$ cat src/hdl/ahci_rx_config.svh
// AHCI receive configuration
`ifndef AHCI_RX_CONFIG_SVH
`define AHCI_RX_CONFIG_SVH

`define AHCI_ADDR_BITS     10      // register dword address width

// register space, all offsets in dwords
`define AHCI_FB_OFFS32     'h300   // FIS receive area base
`define AHCI_RFIS32        'h10    // D2H register FIS slot
`define AHCI_SDBFIS32      'h16    // set device bits FIS slot
`define AHCI_PXTFD_OFFS32  'h48    // port 0 task file data
`define AHCI_PXSIG_OFFS32  'h49    // port 0 signature

// FIS lengths in dwords, minus one
`define AHCI_RFIS_LENM1    4
`define AHCI_SDBFIS_LENM1  1
`define AHCI_IGNORE_LENM1  15      // longest FIS that can be skipped

`define AHCI_DWCNT_BITS    12      // data FIS dword counter width

`endif

$ cat src/hdl/ahci_rx_pkg.sv
// AHCI receive types
`include "ahci_rx_config.svh"

package ahci_rx_pkg;

    typedef logic [31:0] dword_t;                        // transport / register word
    typedef logic [`AHCI_ADDR_BITS-1:0] reg_addr_t;      // register dword address

    // tag attached to each word by the transport FIFO
    typedef enum logic [1:0] {
        TAG_DMA   = 2'd0,   // payload or FIS body
        TAG_HEAD  = 2'd1,   // first dword of a FIS
        TAG_R_OK  = 2'd2,   // end, crc good
        TAG_R_ERR = 2'd3    // end, crc or transport error
    } word_tag_e;

    typedef enum logic [2:0] {
        KIND_NONE,
        KIND_RFIS,          // D2H register
        KIND_SDB,           // set device bits
        KIND_DATA,
        KIND_IGNORE
    } fis_kind_e;

    typedef struct packed {
        logic [7:0] err;    // PxTFD.ERR
        logic [7:0] sts;    // PxTFD.STS, bit 7 BSY, bit 3 DRQ
    } tfd_t;

    typedef logic [`AHCI_DWCNT_BITS-1:0] dwcnt_t;

    function automatic logic tag_is_end(input word_tag_e tag);
        return (tag == TAG_R_OK) || (tag == TAG_R_ERR);   // either end closes the FIS
    endfunction

endpackage

$ cat src/hdl/fis_stream_if.sv
// FIS word stream
`timescale 1ns/10ps

interface fis_stream_if import ahci_rx_pkg::*; ();

    dword_t    word;        // FIFO output word
    word_tag_e tag;         // its transport tag
    logic      avail;       // word may be taken this cycle
    logic      end_seen;    // end word first seen
    logic      store_take;  // consumed by the store sequencer
    logic      dma_take;    // consumed by the DMA forwarder

    modport src (
        output word, tag, avail, end_seen,
        input  store_take, dma_take
    );

    modport store_sink (
        input  word, tag, avail, end_seen,
        output store_take
    );

    modport dma_sink (
        input  word, tag, avail,
        output dma_take
    );

endinterface

$ cat src/hdl/fis_frame_ctrl.sv
// FIS frame control
`timescale 1ns/10ps

module fis_frame_ctrl import ahci_rx_pkg::*; (
    input  logic       mclk,
    input  logic       hba_rst,
    input  logic       pcmd_st_cleared,
    input  logic       get_any,             // any get_* command
    input  logic       fatal,               // sticky overrun error
    input  dword_t     hba_data_in,
    input  logic [1:0] hba_data_in_type,
    input  logic       hba_data_in_valid,
    input  logic       hba_data_in_many,
    output logic       hba_data_in_ready,
    fis_stream_if.src  stream,
    output logic       fis_first_vld,
    output logic       get_fis_busy,
    output logic       get_fis_done,
    output logic       fis_ok,
    output logic       fis_err
);

    logic [1:0] was_read;   // consume history, hides FIFO read latency
    logic [1:0] end_r;      // end word stage, [0] consumes it

    assign stream.word       = hba_data_in;
    assign stream.tag        = word_tag_e'(hba_data_in_type);
    assign stream.avail      = hba_data_in_valid && (hba_data_in_many || !(|was_read));
    assign stream.end_seen   = stream.avail && tag_is_end(stream.tag) && !(|end_r); // once per end
    assign hba_data_in_ready = stream.store_take || stream.dma_take || end_r[0];

    always_ff @(posedge mclk) begin
        if (hba_rst) begin
            was_read <= 2'b00;
            end_r    <= 2'b00;
        end else begin
            was_read <= {was_read[0], hba_data_in_ready};
            end_r    <= {end_r[0], stream.end_seen};
        end
    end

    always_ff @(posedge mclk) begin
        if (hba_rst || pcmd_st_cleared)     get_fis_busy <= 1'b0;
        else if (get_any)                   get_fis_busy <= 1'b1;
        else if (fatal || stream.end_seen)  get_fis_busy <= 1'b0;   // drops with done

        if (hba_rst) get_fis_done <= 1'b0;
        else         get_fis_done <= get_fis_busy && (fatal || stream.end_seen);

        if (hba_rst || get_any)             fis_ok <= 1'b0;
        else if (stream.end_seen)           fis_ok <= (stream.tag == TAG_R_OK);

        if (hba_rst || get_any)             fis_err <= 1'b0;
        else if (stream.end_seen)           fis_err <= (stream.tag == TAG_R_ERR);

        // head waiting for a command, hidden while a FIS is processed
        if (hba_rst || pcmd_st_cleared || get_any || get_fis_busy)
            fis_first_vld <= 1'b0;
        else if (stream.avail && stream.tag == TAG_HEAD)
            fis_first_vld <= 1'b1;
    end

endmodule

$ cat src/hdl/fis_store_seq.sv
// FIS store sequencer
`timescale 1ns/10ps
`include "ahci_rx_config.svh"

module fis_store_seq import ahci_rx_pkg::*; (
    input  logic             mclk,
    input  logic             hba_rst,
    input  logic             pcmd_st_cleared,
    input  logic             pcmd_fre,        // FIS receive enable
    input  logic             sig_pending,     // register FIS always stored
    input  logic             get_rfis,
    input  logic             get_sdbfis,
    input  logic             get_data_fis,
    input  logic             get_ignore,
    fis_stream_if.store_sink stream,
    output logic             store_we,
    output reg_addr_t        store_addr,
    output dword_t           store_word,
    output logic [4:0]       rfis_pos,        // one-hot register FIS word
    output logic [1:0]       sdb_pos,         // one-hot SDB FIS word
    output logic             data_start,      // data FIS header taken
    output logic             too_long         // word beyond the slot
);

    localparam reg_addr_t  RFIS_ADDR = reg_addr_t'(`AHCI_FB_OFFS32 + `AHCI_RFIS32);
    localparam reg_addr_t  SDB_ADDR  = reg_addr_t'(`AHCI_FB_OFFS32 + `AHCI_SDBFIS32);
    localparam logic [3:0] RFIS_LEN  = 4'(`AHCI_RFIS_LENM1);
    localparam logic [3:0] SDB_LEN   = 4'(`AHCI_SDBFIS_LENM1);
    localparam logic [3:0] IGN_LEN   = 4'(`AHCI_IGNORE_LENM1);

    fis_kind_e  kind;
    reg_addr_t  addr_r;     // next slot address
    logic [3:0] left;       // words left minus one
    logic [4:0] pos;        // one-hot word position
    logic       save;       // write words to the receive area
    logic       run;
    logic       over;       // slot used up
    logic       get_any;
    logic       take;
    logic       extra;

    assign get_any = get_rfis || get_sdbfis || get_data_fis || get_ignore;
    assign take    = run && !over && stream.avail && !tag_is_end(stream.tag);
    assign extra   = run && over && stream.avail && !tag_is_end(stream.tag);

    assign stream.store_take = take;
    assign store_we          = take && save;
    assign store_addr        = addr_r;
    assign store_word        = stream.word;
    assign rfis_pos          = (take && kind == KIND_RFIS) ? pos : 5'd0;
    assign sdb_pos           = (take && kind == KIND_SDB) ? pos[1:0] : 2'd0;
    assign data_start        = take && kind == KIND_DATA;  // only the header is ours

    always_ff @(posedge mclk) begin
        if (hba_rst || pcmd_st_cleared) begin
            run  <= 1'b0;
            over <= 1'b0;
            kind <= KIND_NONE;
        end else if (get_any) begin
            run  <= 1'b1;
            over <= 1'b0;
            kind <= get_rfis     ? KIND_RFIS :
                    get_sdbfis   ? KIND_SDB  :
                    get_data_fis ? KIND_DATA : KIND_IGNORE;
        end else begin
            if (take && left == 4'd0) over <= 1'b1;
            if (stream.end_seen || extra || data_start) run <= 1'b0; // DMA owns the rest
        end

        if (hba_rst) too_long <= 1'b0;
        else         too_long <= extra;   // one pulse, run stops
    end

    always_ff @(posedge mclk) begin
        if (get_any) begin
            addr_r <= get_sdbfis ? SDB_ADDR : RFIS_ADDR;
            left   <= get_rfis   ? RFIS_LEN :
                      get_sdbfis ? SDB_LEN  :
                      get_ignore ? IGN_LEN  : 4'd0;  // data FIS header is one word
            pos    <= 5'b00001;
            save   <= (sig_pending && get_rfis) || (pcmd_fre && (get_rfis || get_sdbfis));
        end else if (take) begin
            if (left != 4'd0) left <= left - 4'd1;
            if (save)         addr_r <= addr_r + 1'b1;
            pos <= pos << 1;
        end
    end

endmodule

$ cat src/hdl/tfd_sig_tracker.sv
// Task file and signature tracker
`timescale 1ns/10ps

module tfd_sig_tracker import ahci_rx_pkg::*; (
    input  logic       mclk,
    input  logic       hba_rst,
    input  dword_t     word,            // word being taken
    input  logic [4:0] rfis_pos,
    input  logic [1:0] sdb_pos,
    input  logic       set_update_sig,  // arm signature update
    input  logic       update_sig,
    input  logic       set_bsy,
    input  logic       clear_bsy_drq,
    output tfd_t       tfd,
    output dword_t     sig,
    output logic       pUpdateSig,      // signature pending
    output logic       sig_available,
    output logic       fis_i,
    output logic       sdb_n,
    output logic       sactive0
);

    always_ff @(posedge mclk) begin
        if (hba_rst) begin
            tfd <= '0;
        end else if (rfis_pos[0]) begin
            tfd <= tfd_t'(word[31:16]);                          // error and status bytes
        end else if (sdb_pos[0]) begin
            tfd.err <= word[31:24];
            tfd.sts <= {tfd.sts[7], word[22:20], tfd.sts[3], word[18:16]}; // BSY, DRQ kept
        end else begin
            if (set_bsy) tfd.sts[7] <= 1'b1;
            if (clear_bsy_drq) begin
                tfd.sts[7] <= 1'b0;
                tfd.sts[3] <= 1'b0;
            end
        end
    end

    always_ff @(posedge mclk) begin
        if (rfis_pos[1]) sig[31:8] <= word[23:0];    // lba low/mid/high
        if (rfis_pos[3]) sig[7:0]  <= word[7:0];     // sector count

        if (hba_rst || set_update_sig) pUpdateSig <= 1'b1;
        else if (update_sig)           pUpdateSig <= 1'b0;

        if (hba_rst || update_sig)     sig_available <= 1'b0;
        else if (rfis_pos[3])          sig_available <= 1'b1;

        if (rfis_pos[0] || sdb_pos[0]) fis_i <= word[14];
        if (sdb_pos[0])                sdb_n <= word[15];
        if (sdb_pos[1])                sactive0 <= word[0];
    end

endmodule

$ cat src/hdl/port_reg_writer.sv
// Port register writer
`timescale 1ns/10ps
`include "ahci_rx_config.svh"

module port_reg_writer import ahci_rx_pkg::*; (
    input  logic      mclk,
    input  logic      hba_rst,
    input  logic      store_we,
    input  reg_addr_t store_addr,
    input  dword_t    store_word,
    input  tfd_t      tfd,
    input  dword_t    sig,
    input  logic      pUpdateSig,
    input  logic      update_err_sts,
    input  logic      set_bsy,
    input  logic      clear_bsy_drq,
    input  logic      update_sig,
    output reg_addr_t reg_addr,
    output logic      reg_we,
    output dword_t    reg_data
);

    localparam reg_addr_t TFD_ADDR = reg_addr_t'(`AHCI_PXTFD_OFFS32);
    localparam reg_addr_t SIG_ADDR = reg_addr_t'(`AHCI_PXSIG_OFFS32);

    logic upd_tfd_r;    // tfd settles one cycle after the command
    logic upd_sig_r;

    always_ff @(posedge mclk) begin
        if (hba_rst) begin
            upd_tfd_r <= 1'b0;
            upd_sig_r <= 1'b0;
            reg_we    <= 1'b0;
        end else begin
            upd_tfd_r <= update_err_sts || set_bsy || clear_bsy_drq;
            upd_sig_r <= update_sig && pUpdateSig;          // only when pending
            reg_we    <= store_we || upd_tfd_r || upd_sig_r;
        end
    end

    always_ff @(posedge mclk) begin
        if (store_we) begin                  // stored FIS words win
            reg_addr <= store_addr;
            reg_data <= store_word;
        end else if (upd_tfd_r) begin
            reg_addr <= TFD_ADDR;
            reg_data <= {16'h0000, tfd};
        end else if (upd_sig_r) begin
            reg_addr <= SIG_ADDR;
            reg_data <= sig;
        end
    end

endmodule

$ cat src/hdl/dma_rx_forward.sv
// Data FIS forwarder
`timescale 1ns/10ps
`include "ahci_rx_config.svh"

module dma_rx_forward import ahci_rx_pkg::*; (
    input  logic           mclk,
    input  logic           hba_rst,
    input  logic           pcmd_st_cleared,
    input  logic           data_start,      // header taken and payload follows
    input  logic           fatal_in,        // overlong stored FIS
    input  logic           dma_in_ready,
    fis_stream_if.dma_sink stream,
    output logic           dma_in_valid,
    output dwcnt_t         data_in_dwords,
    output logic           dma_too_long     // sticky fatal error
);

    logic   fwd;        // payload forwarding active
    dwcnt_t cnt;
    logic   ferr;
    logic   take;

    assign take = fwd && dma_in_ready && stream.avail && stream.tag == TAG_DMA && !ferr;

    assign stream.dma_take = take;
    assign dma_in_valid    = take;
    assign data_in_dwords  = cnt;
    assign dma_too_long    = ferr;

    always_ff @(posedge mclk) begin
        if (hba_rst || pcmd_st_cleared)                    fwd <= 1'b0;
        else if (data_start)                               fwd <= 1'b1;
        else if (fwd && stream.avail && stream.tag != TAG_DMA) fwd <= 1'b0; // end word

        if (hba_rst || data_start) cnt <= '0;
        else if (take)             cnt <= cnt + 1'b1;

        // overflow or stored FIS overrun held until reset
        if (hba_rst)                                              ferr <= 1'b0;
        else if (fatal_in || (take && cnt[`AHCI_DWCNT_BITS-1]))   ferr <= 1'b1;
    end

endmodule

$ cat src/hdl/ahci_fis_receive.sv
// AHCI FIS receive
`timescale 1ns/10ps

module ahci_fis_receive import ahci_rx_pkg::*; (
    input  logic       mclk,
    input  logic       hba_rst,
    input  logic       pcmd_st_cleared,
    input  logic       pcmd_fre,
    input  logic       get_rfis,
    input  logic       get_sdbfis,
    input  logic       get_data_fis,
    input  logic       get_ignore,
    input  logic       set_update_sig,
    input  logic       update_sig,
    input  logic       update_err_sts,
    input  logic       set_bsy,
    input  logic       clear_bsy_drq,
    // transport FIFO
    input  dword_t     hba_data_in,
    input  logic [1:0] hba_data_in_type,
    input  logic       hba_data_in_valid,
    input  logic       hba_data_in_many,
    output logic       hba_data_in_ready,
    // DMA engine
    input  logic       dma_in_ready,
    output logic       dma_in_valid,
    // status
    output logic       fis_first_vld,
    output logic       get_fis_busy,
    output logic       get_fis_done,
    output logic       fis_ok,
    output logic       fis_err,
    output logic       fis_ferr,
    output logic       pUpdateSig,
    output logic       sig_available,
    output logic [7:0] tfd_sts,
    output logic [7:0] tfd_err,
    output logic       fis_i,
    output logic       sdb_n,
    output logic       sactive0,
    output dwcnt_t     data_in_dwords,
    // register write port
    output reg_addr_t  reg_addr,
    output logic       reg_we,
    output dword_t     reg_data
);

    fis_stream_if rx_stream ();

    logic       get_any;
    logic       fatal;
    logic       store_we;
    reg_addr_t  store_addr;
    dword_t     store_word;
    logic [4:0] rfis_pos;
    logic [1:0] sdb_pos;
    logic       data_start;
    logic       store_too_long;
    tfd_t       tfd;
    dword_t     sig;

    assign get_any  = get_rfis || get_sdbfis || get_data_fis || get_ignore;
    assign tfd_sts  = tfd.sts;
    assign tfd_err  = tfd.err;
    assign fis_ferr = fatal;

    fis_frame_ctrl fis_frame_ctrl_i (.*, .stream(rx_stream.src));

    fis_store_seq fis_store_seq_i (
        .*,
        .sig_pending (pUpdateSig),
        .stream      (rx_stream.store_sink),
        .too_long    (store_too_long)
    );

    tfd_sig_tracker tfd_sig_tracker_i (.*, .word(rx_stream.word));

    port_reg_writer port_reg_writer_i (.*);

    dma_rx_forward dma_rx_forward_i (
        .*,
        .fatal_in     (store_too_long),
        .stream       (rx_stream.dma_sink),
        .dma_too_long (fatal)
    );

endmodule

$ cat config.mk
export PLATFORM = sky130hd
export DESIGN_NAME = ahci_fis_receive
export DESIGN_NICKNAME = d
export VERILOG_FILES = /design/src/hdl/ahci_rx_pkg.sv /design/src/hdl/fis_stream_if.sv /design/src/hdl/fis_frame_ctrl.sv /design/src/hdl/fis_store_seq.sv /design/src/hdl/tfd_sig_tracker.sv /design/src/hdl/port_reg_writer.sv /design/src/hdl/dma_rx_forward.sv /design/src/hdl/ahci_fis_receive.sv
export VERILOG_INCLUDE_DIRS = /design/src /design/src/hdl
export SDC_FILE = /design/constraint.sdc
export NUM_CORES = 1
export LEC_CHECK = 0
export BUFFER_PORTS_ARGS = -buffer_cell sky130_fd_sc_hd__buf_2
export CAP_MARGIN = 20
export CORE_MARGIN = 3
export CORE_UTILIZATION = 25
export CTS_CLUSTER_DIAMETER = 40
export DETAILED_ROUTE_END_ITERATION = 10
export GPL_TIMING_DRIVEN = 0
export PLACE_DENSITY_LB_ADDON = 0.08
export SLEW_MARGIN = 40
export SYNTH_ARGS = -nofsm -noshare
export SYNTH_HDL_FRONTEND = slang
export SYNTH_SLANG_ARGS = --single-unit
$ cat constraint.sdc
create_clock -name mclk -period 2.97 [get_ports mclk]
set_input_delay 0.594 -clock mclk [delete_from_list [all_inputs] [get_ports mclk]]
set_output_delay 0.594 -clock mclk [all_outputs]
set_load 0.01 [all_outputs]
==> impl_metrics.yaml, run 1 <==
route:
  first_pass_iters: 8
  drt-total-wl_um: 18390
  routed_via_density: 4.537
  route.vias.total: 4610
  met3WireLength_um: 1088
  avgRoutedWirePerCell_um: 18.10
  drt_iter0_drc: 292
  top_layer_used: "met4"
  remaining_drc_errors: 0
  wl_met2_um: 8482
  ant_nets: 0
  m1WireLength_um: 8626
layout:
  syn_to_final_growth_pct: 27.69
  num_antenna_cells: 0
  postLayoutCellArea_um2: 7754
  nets: 738
  drive_gt1_share_pct: 26.40
  fill_cells: 2537
timing:
  setup_tns_ns: 0
  setup-violations-final: 0
  final.period_utilization_pct: 90.31
  grt_setup_unrepaired: "no"
  fin_skew_ns: 0.01098
  drv_slew: 0
  final_hold_viol_count: 0
  worst_slew_pin_slew_ns: 0.6949
  fmax_mhz: 372.8
  slew_headroom_pct: 53.67
  post-route-min-period_ns: 2.682
cts:
  h-tree-depth: 4
  clk_path_buf_depth: 2
  cts_buffers: 17
  cts_root_buf: "clkbuf_16"
  cts_tree: "yes"
  post_cts_buffers: 0
  cts_resized: 0
  numClockSinks: 146
  cts.clk_slew.worst_paths_ns: 0.07
  clkLatencyLatePin_ns: 0.42
  hold_buffers: 0
yosys:
  async_flop_share_pct: 0
  synth_edf_count: 92
  synth_area_um2: 6072
  netlist_instances: 534
  yosys_warnings: 0
  synth_top_area_cell: "edfxtp_1"
  synth_commonest_cells: "edfxtp_1, nand2_1, dfxtp_1"
  post-synth-top-area-fraction_pct: 45.50
  synth_fp_nets: 588
  ys.flop_type: "edfxtp_1"
  yosysUniqueCellTypes: 48
  yosysMostFrequentCell: "edfxtp_1"
  ys_seq_elements: 146
  syn_area_per_cell_um2: 11.37
  ys_top_cells_by_area: "edfxtp_1, dfxtp_1, nand2_1"
  ys_seq_area_share_pct: 63.30
global_route:
  grt-ovfl-total: 0
  grt_max_degree: 32
  grt_use_total_pct: 14.13
  grt_pass1_vias: 4756
  antenna_found_initial: 0
  grt_pass1_wl_um: 28140
worst_setup_path:
  slowest_stage: "nand3_1"
  path_class: "flop to flop"
  cp_max_fo: 10
  crit_path_start_kind: "flop"
  cpPeakStageDelay_ns: 0.53
  cp.arrival_ns: 2.74
  required_ns: 3.03
  crit_chain: "o21bai_4 -> buf_2 -> nand3_1 -> clkbuf_1 -> nand2_1"
  endpoint_kind: "flop"
place:
  placed_area_um2: 7148
  dpl.hpwl_um: 13320
  gp_congestion: 0.7555
  io_buffers: 130
worst_hold_path:
  hold_path.class: "input port to flop"
floorplan:
  core_um2: 23680
  die_height_um: 161.8
  io_pins: 134
  die_x_um: 161.8
  rows: 56
  die-area_um2: 26190
  start_util_pct: 25.64
flow_run:
  cap_violations: 0
power_and_ir_drop:
  powerDensity_nw_per_um2: 619.8
  power_leakage_nw: 3.030
  irDropWorstVdd_mv: 0.3081
status:
  outcome: "complete, no violations"
cell usage in the layout (no fill, tap or decap), types with 3 or more instances in the layout:
| cell | Yosys | layout |
|---|---|---|
| nor2b_1 | 5 | 5 |
| inv_1 | 13 | 13 |
| clkbuf_1 | 19 | 18 |
| nor2_1 | 29 | 29 |
| nand2_1 | 72 | 72 |
| nand4_1 | 8 | 8 |
| nand3b_1 | 17 | 17 |
| o31ai_1 | 7 | 7 |
| or4_1 | 6 | 6 |
| dfxtp_1 | 54 | 54 |
| xor2_1 | 9 | 9 |
| a21oi_1 | 35 | 35 |
| inv_6 | 0 | 5 |
| and2_1 | 9 | 9 |
| mux2i_1 | 19 | 19 |
| nor3b_1 | 5 | 5 |
| and4_1 | 3 | 3 |
| nor3_1 | 10 | 10 |
| nor4_1 | 4 | 4 |
| a31oi_1 | 3 | 3 |
| bufinv_16 | 0 | 3 |
| o21ai_0 | 36 | 36 |
| and3_1 | 8 | 7 |
| edfxtp_1 | 92 | 92 |
| clkbuf_16 | 0 | 17 |
| nand2b_1 | 3 | 3 |
| buf_2 | 8 | 138 |
| xnor2_1 | 4 | 4 |
| ha_1 | 4 | 4 |
| or2_2 | 4 | 4 |
| nand3_1 | 23 | 23 |
worst paths after layout:
kind	startpoint	end	slack, ns	cells after the start
setup / recovery	fis_frame_ctrl_i.was_read[1]	fis_store_seq_i.store_addr[2]	0.29	5
hold / removal	set_update_sig	tfd_sig_tracker_i.pUpdateSig	0.36	3
setup reg to reg	fis_frame_ctrl_i.was_read[1]	fis_store_seq_i.store_addr[2]	0.29	5
hold reg to reg	fis_store_seq_i.pos[2]	fis_store_seq_i.pos[3]	0.46	2
layout make-up:
| cell class | instances | area [µm²] | share of cell area [%] |
|---|---|---|---|
| Timing Repair Buffer | 131 | 670.6 | 8.649 |
| Inverter | 13 | 48.80 | 0.6293 |
| Clock buffer | 17 | 425.4 | 5.487 |
| Buffer | 30 | 135.1 | 1.743 |
| Multi-Input combinational cell | 345 | 2052 | 26.46 |
| Clock inverter | 15 | 178.9 | 2.308 |
| Sequential cell | 146 | 3844 | 49.57 |
| Tap cell | 319 | 399.1 | 5.148 |
sequential cells by signal, summed over array words and instances (netlist names), 2 cells and up:
signal and flops:
fis_frame_ctrl_i.was_read 2, port_reg_writer_i.reg_data 32, fis_store_seq_i.left 4, port_reg_writer_i.reg_addr 10
fis_store_seq_i.store_addr 10, fis_frame_ctrl_i.end_r 2, tfd_sig_tracker_i.tfd 16, dma_rx_forward_i.data_in_dwords 12
fis_store_seq_i.kind 3, fis_store_seq_i.pos 4, tfd_sig_tracker_i.sig 32
report_power, final:
part	internal (mW)	switching (mW)	total, mW
Combinational	0.121	0.208	0.329
Sequential	2.23	0.0328	2.26
Clock	1.33	0.885	2.22
cells by family after synthesis:
family                   Yosys count  share of synthesized area (%)
AND/OR/NAND/NOR                  216                          19.10
AO/OA/AOI/OAI                     93                          8.757
adder cells (fa/ha/maj)            4                         0.8243
buffers and inverters             43                          3.009
XOR/XNOR                          13                          1.875
multiplexers                      19                          3.132
flip-flops                       146                          63.30
stage by stage:
step	worst slack, ns	std cells	hold WS [ns]	power [mW]	util, %
3_3_place_gp	-0.6165	983	0.4528	2.635	30.07
6_report	0.2878	1016	0.3631	4.806	32.74
2_1_floorplan	0.2212	534	0.4243	2.465	-
4_1_cts	0.2112	1016	0.3438	4.883	32.73
3_5_place_dp	-0.08434	984	0.4537	2.641	30.18
5_1_grt	0.1101	1016	0.3494	5.010	32.74
routing by layer:
layer / vias to the layer above / GRT usage, %
met3: 11 / 3.366
met4: 0 / 3.955
met5: - / 0
met2: 148 / 22.41
li1: 2238 / -
met1: 2213 / 19.37
critical path: cells and delay by family (launching register included):
kind                   cells  cell delay (ns)
AO/OA/AOI/OAI              1             0.32
AND/OR/NAND/NOR            2             0.96
flip-flops                 1             0.33
buffers and inverters      2             0.70
No activity file was read; power rests on OpenSTA's default activity.
==> run 2, diff against run 1 <==
PLACE_DENSITY = 0.4   (was not set)
PLACE_DENSITY_LB_ADDON = not set   (was 0.08)
==> run 2 against run 1 <==
Compared with the run above:
- register-to-register slack better by 0.06 ns
- largest power group unchanged
- sequential share of layout area up 0.26 points
- highest routed layer unchanged
- via count up 0.63%
- largest cell class unchanged
==> impl_metrics.yaml, run 2 (synthesis results as in run 1) <==
cts:
  clkLatencyLatePin_ns: 0.41
  h-tree-depth: 4
  cts_buffers: 17
  cts_root_buf: "clkbuf_16"
  cts_tree: "yes"
  hold_buffers: 0
  cts.clk_slew.worst_paths_ns: 0.06
  cts_resized: 0
  clk_path_buf_depth: 2
  numClockSinks: 146
  post_cts_buffers: 0
place:
  dp_slack_ns: -0.06602
  io_buffers: 130
  dpl.hpwl_um: 13280
  gp_congestion: 0.8013
global_route:
  antenna_found_initial: 0
  grt_pass1_vias: 4699
  grt_max_degree: 35
  grt_pass1_wl_um: 27410
  grt_use_total_pct: 13.72
  grt-ovfl-total: 0
timing:
  drv_slew: 0
  post-route-min-period_ns: 2.689
  slew_headroom_pct: 54.57
  setup-violations-final: 0
  fmax_mhz: 371.9
  fin_skew_ns: 0.01096
  final.period_utilization_pct: 90.54
  grt_setup_unrepaired: "no"
  final_hold_viol_count: 0
  worst_slew_pin_slew_ns: 0.6814
  timing.final.ws_setup_ns: 0.2810
floorplan:
  die-area_um2: 26190
  die_x_um: 161.8
  rows: 56
  start_util_pct: 25.64
  io_pins: 134
  core_um2: 23680
  die_height_um: 161.8
route:
  wl_met2_um: 8591
  route.vias.total: 4639
  routed_via_density: 4.566
  m1WireLength_um: 8281
  top_layer_used: "met4"
  met3WireLength_um: 970
  remaining_drc_errors: 0
  ant_nets: 0
  first_pass_iters: 4
  avgRoutedWirePerCell_um: 17.61
  drt_iter0_drc: 214
  drt-total-wl_um: 17900
worst_hold_path:
  worst_hold_path.num_cells: 3
  hold_path.class: "input port to flop"
layout:
  regArea_um2: 3844
  final_util_pct: 32.57
  nets: 738
  multi_input_area_um2: 2052
  syn_to_final_growth_pct: 27.03
  largestRegisters: "port_reg_writer_i.reg_data: 32 flops, tfd_sig_tracker_i.sig: 32 flops, tfd_sig_tracker_i.tfd: 16 flops"
  drive_gt1_share_pct: 25.82
  fill_cells: 2496
  layout_commonest_cell: "buf_2"
  num_antenna_cells: 0
  final_cell_mix: "buf_2, edfxtp_1, nand2_1"
worst_setup_path:
  cp.arrival_ns: 2.09
  r2r_cells: 5
  endpoint_kind: "primary output"
  path_class: "input port to primary output"
  cp_max_fo: 10
  rrSetupSlack_ns: 0.35
  crit_path_start_kind: "input port"
  required_ns: 2.38
status:
  outcome: "complete, no violations"
power_and_ir_drop:
  power_leakage_nw: 3.009
  irDropWorstVdd_mv: 0.3113
  powerDensity_nw_per_um2: 604.2
  power.total_mw: 4.660
flow_run:
  cap_violations: 0
run 2: cell types whose count changed in the layout (fill, tap and decap cells not counted):
cell | previous run | this run
inv_6 | 5 | 1
clkinv_4 | 2 | 1
clkbuf_1 | 18 | 23
bufinv_16 | 3 | 2
clkinv_1 | 2 | 1
clkinv_2 | 1 | 2
clkbuf_8 | 0 | 1
run 2: path summary, 6_finish.rpt:
path / from / endpoint
hold reg to reg: fis_store_seq_i.pos[2] / fis_store_seq_i.pos[3]
setup / recovery: hba_data_in_valid / hba_data_in_ready
setup reg to reg: fis_frame_ctrl_i.was_read[1] / fis_store_seq_i.store_addr[2]
hold / removal: set_update_sig / tfd_sig_tracker_i.pUpdateSig
run 2: routing by layer:
metal | vias to the layer above | track usage [%]
li1 | 2241 | -
met1 | 2264 | 17.96
met5 | - | 0
met2 | 129 | 23.10
met4 | 0 | 2.443
met3 | 5 | 3.749
run 2: power by group:
part / switching [mW] / leakage, nW / internal [mW]
combinational: 0.209 / 1.40 / 0.121
clock: 0.811 / 0.269 / 1.26
sequential: 0.0309 / 1.34 / 2.23
total: 1.05 / 3.01 / 3.61
run 2: worst max-delay path: stages:
cell      delay (ns)
buf_2           0.22
and4bb_1        0.27
buf_2           0.21
and2_1          0.14
clkbuf_1        0.31
nor2_1          0.12
nand2_1         0.09
buf_2           0.13
run 2: final cells by class:
class | instances | share of cell area, %
plain buffers | 30 | 1.752
inverters | 13 | 0.6326
clock buffers | 23 | 5.937
multi-input cells | 345 | 26.60
repair buffers | 131 | 8.694
well taps | 319 | 5.174
flip-flops and latches | 146 | 49.83
clock inverters | 9 | 1.379
run 2: stage by stage:
stage	cell area [µm²]	hold slack (ns)	TNS, ns	cells
after global placement	7122	0.4512	-31.92	983
after floorplan	6072	0.4243	0	534
after global routing	7714	0.3599	0	1016
final	7714	0.3801	0	1016
after detailed placement	7148	0.4543	-0.6571	984
after CTS	7712	0.3520	0	1016
==> run 3, diff against run 2 <==
CTS_CLUSTER_DIAMETER = not set   (was 40)
REMOVE_ABC_BUFFERS = 1   (was not set)
==> run 3 against run 2 <==
Compared with the run above:
- count of clock-buffer cells in the layout fell by 1
- final area fell by 0.37%
- non-clock buffer count fell by 23
- clock skew barely moved
- clock power barely moved
- critical endpoint unchanged
- largest power group unchanged
- highest routed layer unchanged
==> impl_metrics.yaml, run 3 (synthesis results as in run 1) <==
status:
  outcome: "complete, no violations"
layout:
  final_cell_count_no_fill: 993
  num_antenna_cells: 0
  fill_cells: 2479
  final_cell_mix: "buf_2, edfxtp_1, nand2_1"
  syn_to_final_growth_pct: 26.56
  final_util_pct: 32.45
  nets: 715
  largestRegisters: "port_reg_writer_i.reg_data: 32 flops, tfd_sig_tracker_i.sig: 32 flops, tfd_sig_tracker_i.tfd: 16 flops"
  layout_commonest_cell: "buf_2"
  drive_gt1_share_pct: 27.60
worst_setup_path:
  r2r_cells: 3
  required_ns: 2.38
  path_class: "input port to primary output"
  cp_max_fo: 11
  crit_path_start_kind: "input port"
  endpoint_kind: "primary output"
  r2r-end: "fis_store_seq_i.store_addr[5]"
  cp.arrival_ns: 1.99
  crit_path_end: "hba_data_in_ready"
  r2r_start: "fis_frame_ctrl_i.was_read[1]"
  rrSetupSlack_ns: 0.61
  startpoint: "hba_data_in_valid"
floorplan:
  start_util_pct: 25.64
  die_height_um: 161.8
  core_um2: 23680
  die_x_um: 161.8
  io_pins: 134
  rows: 56
  die-area_um2: 26190
global_route:
  grt_use_total_pct: 12.99
  antenna_found_initial: 0
  grt_pass1_vias: 4614
  grt_max_degree: 44
  grt_pass1_wl_um: 26280
  grt-ovfl-total: 0
power_and_ir_drop:
  p_sw_mw: 1.089
  switching_share_pct: 23.40
  powerDensity_nw_per_um2: 605.6
  comb_power_share_pct: 6.6
  irDropWorstVdd_mv: 0.3233
  p_int_mw: 3.564
  p_seq_share_pct: 48.8
  power_leakage_nw: 2.998
  p_clk_share_pct: 44.6
timing:
  fmax_mhz: 386.8
  fin_skew_ns: 0.01083
  post-route-min-period_ns: 2.585
  setup-violations-final: 0
  grt_setup_unrepaired: "no"
  worst_slew_pin_slew_ns: 0.7833
  final.period_utilization_pct: 87.05
  final_hold_viol_count: 0
  slew_headroom_pct: 47.78
  drv_slew: 0
cts:
  post_cts_buffers: 0
  cts.clk_slew.worst_paths_ns: 0.06
  numClockSinks: 146
  clkLatencyLatePin_ns: 0.42
  clk_path_buf_depth: 2
  hold_buffers: 0
  cts_tree: "yes"
  h-tree-depth: 4
  cts_root_buf: "clkbuf_16"
  cts_buffers: 17
  cts_resized: 0
place:
  gp_congestion: 0.7494
  io_buffers: 133
  dpl.hpwl_um: 11550
  dp.cells: 961
route:
  drt-total-wl_um: 16840
  drt_iter0_drc: 194
  first_pass_iters: 4
  avgRoutedWirePerCell_um: 16.96
  ant_nets: 0
  routed_via_density: 4.565
  remaining_drc_errors: 0
  route.vias.total: 4533
worst_hold_path:
  worst_hold_path.num_cells: 1
  hold_path.class: "input port to flop"
flow_run:
  cap_violations: 0
## run 3: power by group through the flow
| stage | Combinational [mW] | Clock, mW | Sequential [mW] |
|---|---|---|---|
| after floorplan | 0.113 | 0 | 2.33 |
| after global placement | 0.301 | 0 | 2.32 |
| after detailed placement | 0.312 | 0 | 2.32 |
| after CTS | 0.313 | 2.14 | 2.27 |
| after global routing | 0.340 | 2.21 | 2.28 |
| final | 0.306 | 2.08 | 2.27 |
## run 3: cell type report
cell class,count,area (µm²),area share (%)
sequential,146,3847,50.07
multi-input combinational,345,2071,26.95
timing repair buffer,138,743.2,9.671
clock buffer,22,506.7,6.594
tap,319,399.1,5.194
clock inverter,10,68.82,0.8955
inverter,13,48.80,0.6350
## run 3: stage by stage
step,area (µm²),hold slack (ns),setup TNS (ns),power [mW],worst slack (ns)
3_3_place_gp,7003,0.4458,-141.81,2.621,-2.227
3_5_place_dp,7109,0.4469,0,2.630,0.1259
2_1_floorplan,5938,0.4243,-21.58,2.448,-0.5044
6_report,7685,0.3707,0,4.654,0.3845
4_1_cts,7685,0.3462,0,4.728,0.3948
5_1_grt,7685,0.3458,0,4.830,0.2713
## run 3: routing by layer
layer	vias to the layer above	routed length [µm]	global-route usage (%)
met2	128	7799	21.07
met3	16	936	3.596
li1	2197	-	-
met1	2192	7906	17.11
met5	-	0	0
met4	0	202	3.606
## run 3: how the worst min path moves through the flow
stage	end	from	slack (ns)
after CTS	tfd_sig_tracker_i.sig[16]	hba_data_in[8]	0.35
after floorplan	fis_store_seq_i.too_long	fis_store_seq_i.run	0.42
after global routing	tfd_sig_tracker_i.sig[16]	hba_data_in[8]	0.35
final	tfd_sig_tracker_i.sig[16]	hba_data_in[8]	0.37
after global placement	fis_store_seq_i.pos[2]	fis_store_seq_i.pos[2]	0.45
after detailed placement	fis_store_seq_i.too_long	fis_store_seq_i.run	0.45
## run 3: critical path: stages
cell and delay (ns):
buf_2 0.22, and4bb_1 0.46, and2_1 0.38, nor2_1 0.11
nand2_1 0.08, buf_2 0.13
